<file path="src/hw/cache_pkg.sv">
package cache_pkg;

    // widths that carry a meaning
    typedef logic [31:0]  addr_t;
    typedef logic [31:0]  word_t;
    typedef logic [127:0] block_t;
    typedef logic [27:0]  block_addr_t;
    typedef logic [2:0]   cache_sel_t;
    typedef logic [24:0]  tag_t;
    typedef logic [2:0]   index_t;

    // miss handling states of one cache
    typedef enum logic [1:0] {
        idle,
        write_back,
        allocate
    } cache_state_t;

    // cache geometry
    localparam int NUM_CACHES = 4;
    localparam int NUM_LINES  = 8;

    // backing memory
    localparam int MEM_DEPTH   = 256;
    localparam int MEM_LATENCY = 4;

    // register map
    localparam addr_t SEL_REG_OFFSET = 32'h0000_0000;

endpackage

</file>
<file path="src/hw/cache_select_regs.sv">
`timescale 1ns/1ps

module cache_select_regs import cache_pkg::*; (
    input  logic       clock,
    input  logic       reset,
    input  addr_t      paddr,
    input  logic       psel,
    input  logic       penable,
    input  logic       pwrite,
    input  word_t      pwdata,
    output word_t      prdata,
    output logic       pready,
    output logic       pslverr,
    input  logic       cache_busy,
    output cache_sel_t cache_select
);

    logic access;
    logic addr_ok;

    assign access  = psel & penable;
    assign addr_ok = (paddr == SEL_REG_OFFSET);

    // access phase is stretched until the active cache goes idle
    assign pready  = access & ~cache_busy;
    assign pslverr = pready & ~addr_ok;

    // readback, zero for unmapped offsets
    assign prdata = (access && !pwrite && addr_ok) ? word_t'(cache_select) : '0;

    always_ff @(posedge clock or posedge reset) begin
        if (reset) begin
            cache_select <= '0;
        end else if (pready && pwrite && addr_ok) begin
            cache_select <= pwdata[$bits(cache_sel_t)-1:0];
        end
    end

endmodule

</file>
<file path="config.mk">
export PLATFORM = sky130hd
export DESIGN_NAME = cache_select_regs
export DESIGN_NICKNAME = d
export VERILOG_FILES = /design/src/hw/cache_pkg.sv /design/src/hw/cache_select_regs.sv
export SDC_FILE = /design/constraint.sdc
export NUM_CORES = 1
export LEC_CHECK = 0
export BUFFER_PORTS_ARGS = -buffer_cell sky130_fd_sc_hd__buf_2
export CAP_MARGIN = 20
export CELL_PAD_IN_SITES_DETAIL_PLACEMENT = 0
export CELL_PAD_IN_SITES_GLOBAL_PLACEMENT = 1
export CORE_UTILIZATION = 12
export DETAILED_ROUTE_END_ITERATION = 10
export PLACE_DENSITY = 0.83
export SLEW_MARGIN = 0
export SYNTH_ARGS = -nofsm -noshare
export SYNTH_HDL_FRONTEND = slang
export SYNTH_SLANG_ARGS = --single-unit
</file>
<file path="constraint.sdc">
create_clock -name clock -period 1.4 [get_ports clock]
set_input_delay 0.14 -clock clock [delete_from_list [all_inputs] [get_ports clock]]
set_output_delay 0.14 -clock clock [all_outputs]
set_load 0.03 [all_outputs]
</file>
# Word-level counts from Yosys, hierarchy flattened
# Index checks and enable logic that the tools add are counted.
# word_totals
ramBits	0
out_inout_bits	37
latchBits	0
register_bits	3
in_bits	70
mem_bits_ro	0
mem_count	0
elab_cells	13
# classes
n_reduce_logical	6
n_eq_ne	0
n_mux	1
n_mul	0
div_mod_pow	0
n_bitwise	5
shift	0
add_sub_neg	0
magnitude_cmp	0
# ops
op	count
zero test 32 bit	1
logical AND 1 bit	4
AND 1 bit	3
two-way mux 3 bit	1
inverter 1 bit	2
zero test 1 bit	1

# Depth between registers and ports, before layout
# logic_depth
word_depth	4
depth_mapped	4
depth_no_buf	4

# Worst setup path after synthesis
# OpenSTA, ideal clock, no wires.
# synth_timing
path_kind	input -> output
from	input port paddr[18]
to	output port prdata[0]
path_slack_ps	33
t_required_ps	1260
path_stages	4
t_arrival_ps	1227
cell_sequence	nor4_2 > nand4_1 > nor4_1 > and2_1
# synth_via
elab_chain_len	3
# synth_lines
item	line_no	rtl
from (decl)	cache_select_regs.sv:6	input addr_t paddr,
zero test 32 bit	cache_select_regs.sv:22	assign addr_ok = (paddr == SEL_REG_OFFSET);
logical AND 1 bit	cache_select_regs.sv:29	assign prdata = (access && !pwrite && addr_ok) ? word_t'(cache_select) : '0;
two-way mux 3 bit	cache_select_regs.sv:29	
to (decl)	cache_select_regs.sv:11	output word_t prdata,
# Every way passes these cells.

# Final worst setup path
# layout_timing
from	input port paddr[30]
to	output port prdata[1]
# The elaborated chain is that of the path after synthesis.

==> impl_metrics.json <==
{
  "dieArea_mm2": 0.00426,
  "layout_setup_ws_ps": -101,
  "max-cap-violations": 0,
  "die_w_um": 65.3,
  "syn_area_per_cell_um2": 8.58,
  "drt_wl_total_mm": 1.39,
  "viasPerCell": 3.34,
  "crit_required_ps": 1260,
  "cp-end-kind": "output pin",
  "tns_ps": -300,
  "core_mm2": 0.00374,
  "mappedNetlistArea_um2": 480,
  "antennaDiodeCount": 0,
  "crit_path_frequent_cell": "buf_6",
  "ant_nets": 0,
  "status": "finished with violations",
  "worst-path-buf-inv": 3,
  "critPathLaunchType": "primary input",
  "start_util": 0.128,
  "synth-seq-cells": 3,
  "htree_levels": 1,
  "final_nets": 183,
  "fin_skew_ps": 0,
  "cts_root_buf": "clkbuf_8",
  "min_period_ps": 1500,
  "place_area_um2": 691,
  "yosys.cell_types.count": 13,
  "largest_reg_flops": 3,
  "rows": 22,
  "maxSlewViolCount": 0,
  "period_share": 1.07,
  "grt_overflow": 0,
  "syn2layout_area_growth_pct": 87.5,
  "arrival_ps": 1360,
  "setup_viol": 3,
  "cts_buffers": 3,
  "portBuffers": 48,
  "ios": 107,
  "crit_fanout": 3,
  "clkTransAtPathRegs_ps": 30,
  "max_freq_mhz": 666,
  "critPathTopFamily": "simple AND/OR/NAND/NOR gates",
  "finalInstanceArea_um2": 901,
  "grt_pass1_vias": 452,
  "vdd_drop_max_v": 0.000420,
  "min_path_type": "in2reg",
  "cpMaxStageDelayCell": "nor4_2",
  "crit_chain": "buf_6 > nor4_4 > nand4_1 > nor4_2 > buf_4 > and2_4 > buf_6",
  "synthCells": 56,
  "ys_seq_area_frac": 0.156,
  "failed_checks": "setup timing",
  "hpwl_mm": 1.12,
  "crit_path_max_incr_delay_ps": 280,
  "drive_gt1_frac": 0.625,
  "grt_pass1_wl_mm": 1.79,
  "cts_tree": "yes",
  "vias": 535,
  "crit_type": "in2out",
  "power.density_mw_per_mm2": 611,
  "place.gp.congestion": 0.633,
  "cts_buffer_depth": 2,
  "wire_per_inst_um": 8.71,
  "grt_antenna_before_repair": 0,
  "hold_viol": 0,
  "firstDrtPassIters": 3,
  "leakage_nw": 0.465,
  "regMostFlops": "cache_select",
  "cts_sinks": 3,
  "ys_warn_count": 0,
  "dieHeight_um": 65.3,
  "fillers": 429,
  "post-route-drc-count": 0,
  "hold_ws_ps": 158,
  "grt_start_max_net_pins": 4,
  "drtIter0Drc": 3,
  "rsz0062_at_grt": "true",
  "clock_latency_ps": 220,
  "reg.largest.list": "cache_select: 3 flops",
  "track_usage": 0.0570
}
[per-stage QoR]
| step | worst slack [ps] | utilization | total power, mW | cells |
|---|---|---|---|---|
| CTS | -154 | 0.238 | 0.555 | 160 |
| floorplan | 33.2 | - | 0.267 | 84 |
| finish | -101 | 0.241 | 0.550 | 160 |
| detailed placement | -283 | 0.184 | 0.267 | 154 |
| global placement | -248 | 0.184 | 0.266 | 154 |
| global route | -191 | 0.241 | 0.584 | 160 |
[timing repair]
| item | 4_1_cts | 5_1_grt |
|---|---|---|
| buffers inserted | 2 | 0 |
| hold buffers | 1 | 0 |
| pin swaps | 10 | 3 |
| resized for setup | 27 | 3 |
| endpoints found under the setup margin | 7 | 7 |
| endpoints found under the hold margin | 3 | 0 |
[per-layer routing]
layer / global-route usage / wire length (um) / vias up
met5: 0 / 0 / -
met4: 0.0326 / 0 / 0
met3: 0.0122 / 166 / 0
met2: 0.106 / 756 / 47
met1: 0.0583 / 471 / 241
li1: - / - / 247
[power by group]
group          internal [mW]  leakage (nW)   switching (mW)
clock network          0.194        0.0228           0.0566
registers             0.0873        0.0419  0.0000000000915
logic                 0.0683         0.401            0.144
[final cells by class]
type | instances | area, um2 | area share
tap | 48 | 60.1 | 0.0667
timing repair buffer | 53 | 358 | 0.397
clock buffer | 4 | 45.0 | 0.0500
inverter | 1 | 3.75 | 0.00417
sequential | 3 | 75.1 | 0.0833
multi-input combinational | 51 | 359 | 0.399
[kinds of logic (layout without fill, tap and decap cells)]
kind of cell,Yosys count,after routing,share of synthesized area
other,1,29,0.00781
DFF,3,3,0.156
AOI/OAI and AO/OA,1,1,0.0156
muxes,3,3,0.0703
buffers and inverters,30,58,0.461
and+or+nand+nor,18,18,0.289
[worst paths after layout]
path	endpoint	startpoint	slack (ps)	depth (start not counted)
max in group asynchronous	cache_select[2]$_DFFE_PP0P_	reset	940	3
min	cache_select[0]$_DFFE_PP0P_	pwdata[0]	160	2
max	prdata[1]	paddr[30]	-100	7
min reg2reg	cache_select[0]$_DFFE_PP0P_	cache_select[0]$_DFFE_PP0P_	540	1
max reg2reg	cache_select[2]$_DFFE_PP0P_	cache_select[2]$_DFFE_PP0P_	610	1
min in group asynchronous	cache_select[0]$_DFFE_PP0P_	reset	330	3
[layout by cell type, fill, tap and decap left out, types with 2 or more instances in the layout]
cell type and n:
buf_4 5, clkbuf_8 3, nor4_2 5, nand4_1 2
mux2_4 3, and2_4 3, nor4_4 3, buf_6 12
nand2_1 2, buf_2 35, conb_1 29, dfrtp_1 3
[synth_stat cells]
cell type	instances	area share
conb_1	1	0.0078
nor4_2	4	0.10
nor4_1	5	0.065
nand2_1	2	0.016
and2_1	3	0.039
o21a_1	1	0.016
nand4_1	2	0.026
buf_4	29	0.45
mux2_1	3	0.070
inv_1	1	0.0078
and3b_1	1	0.018
nor3_2	1	0.021
dfrtp_1	3	0.16
(Power assumes the default switching activity.)
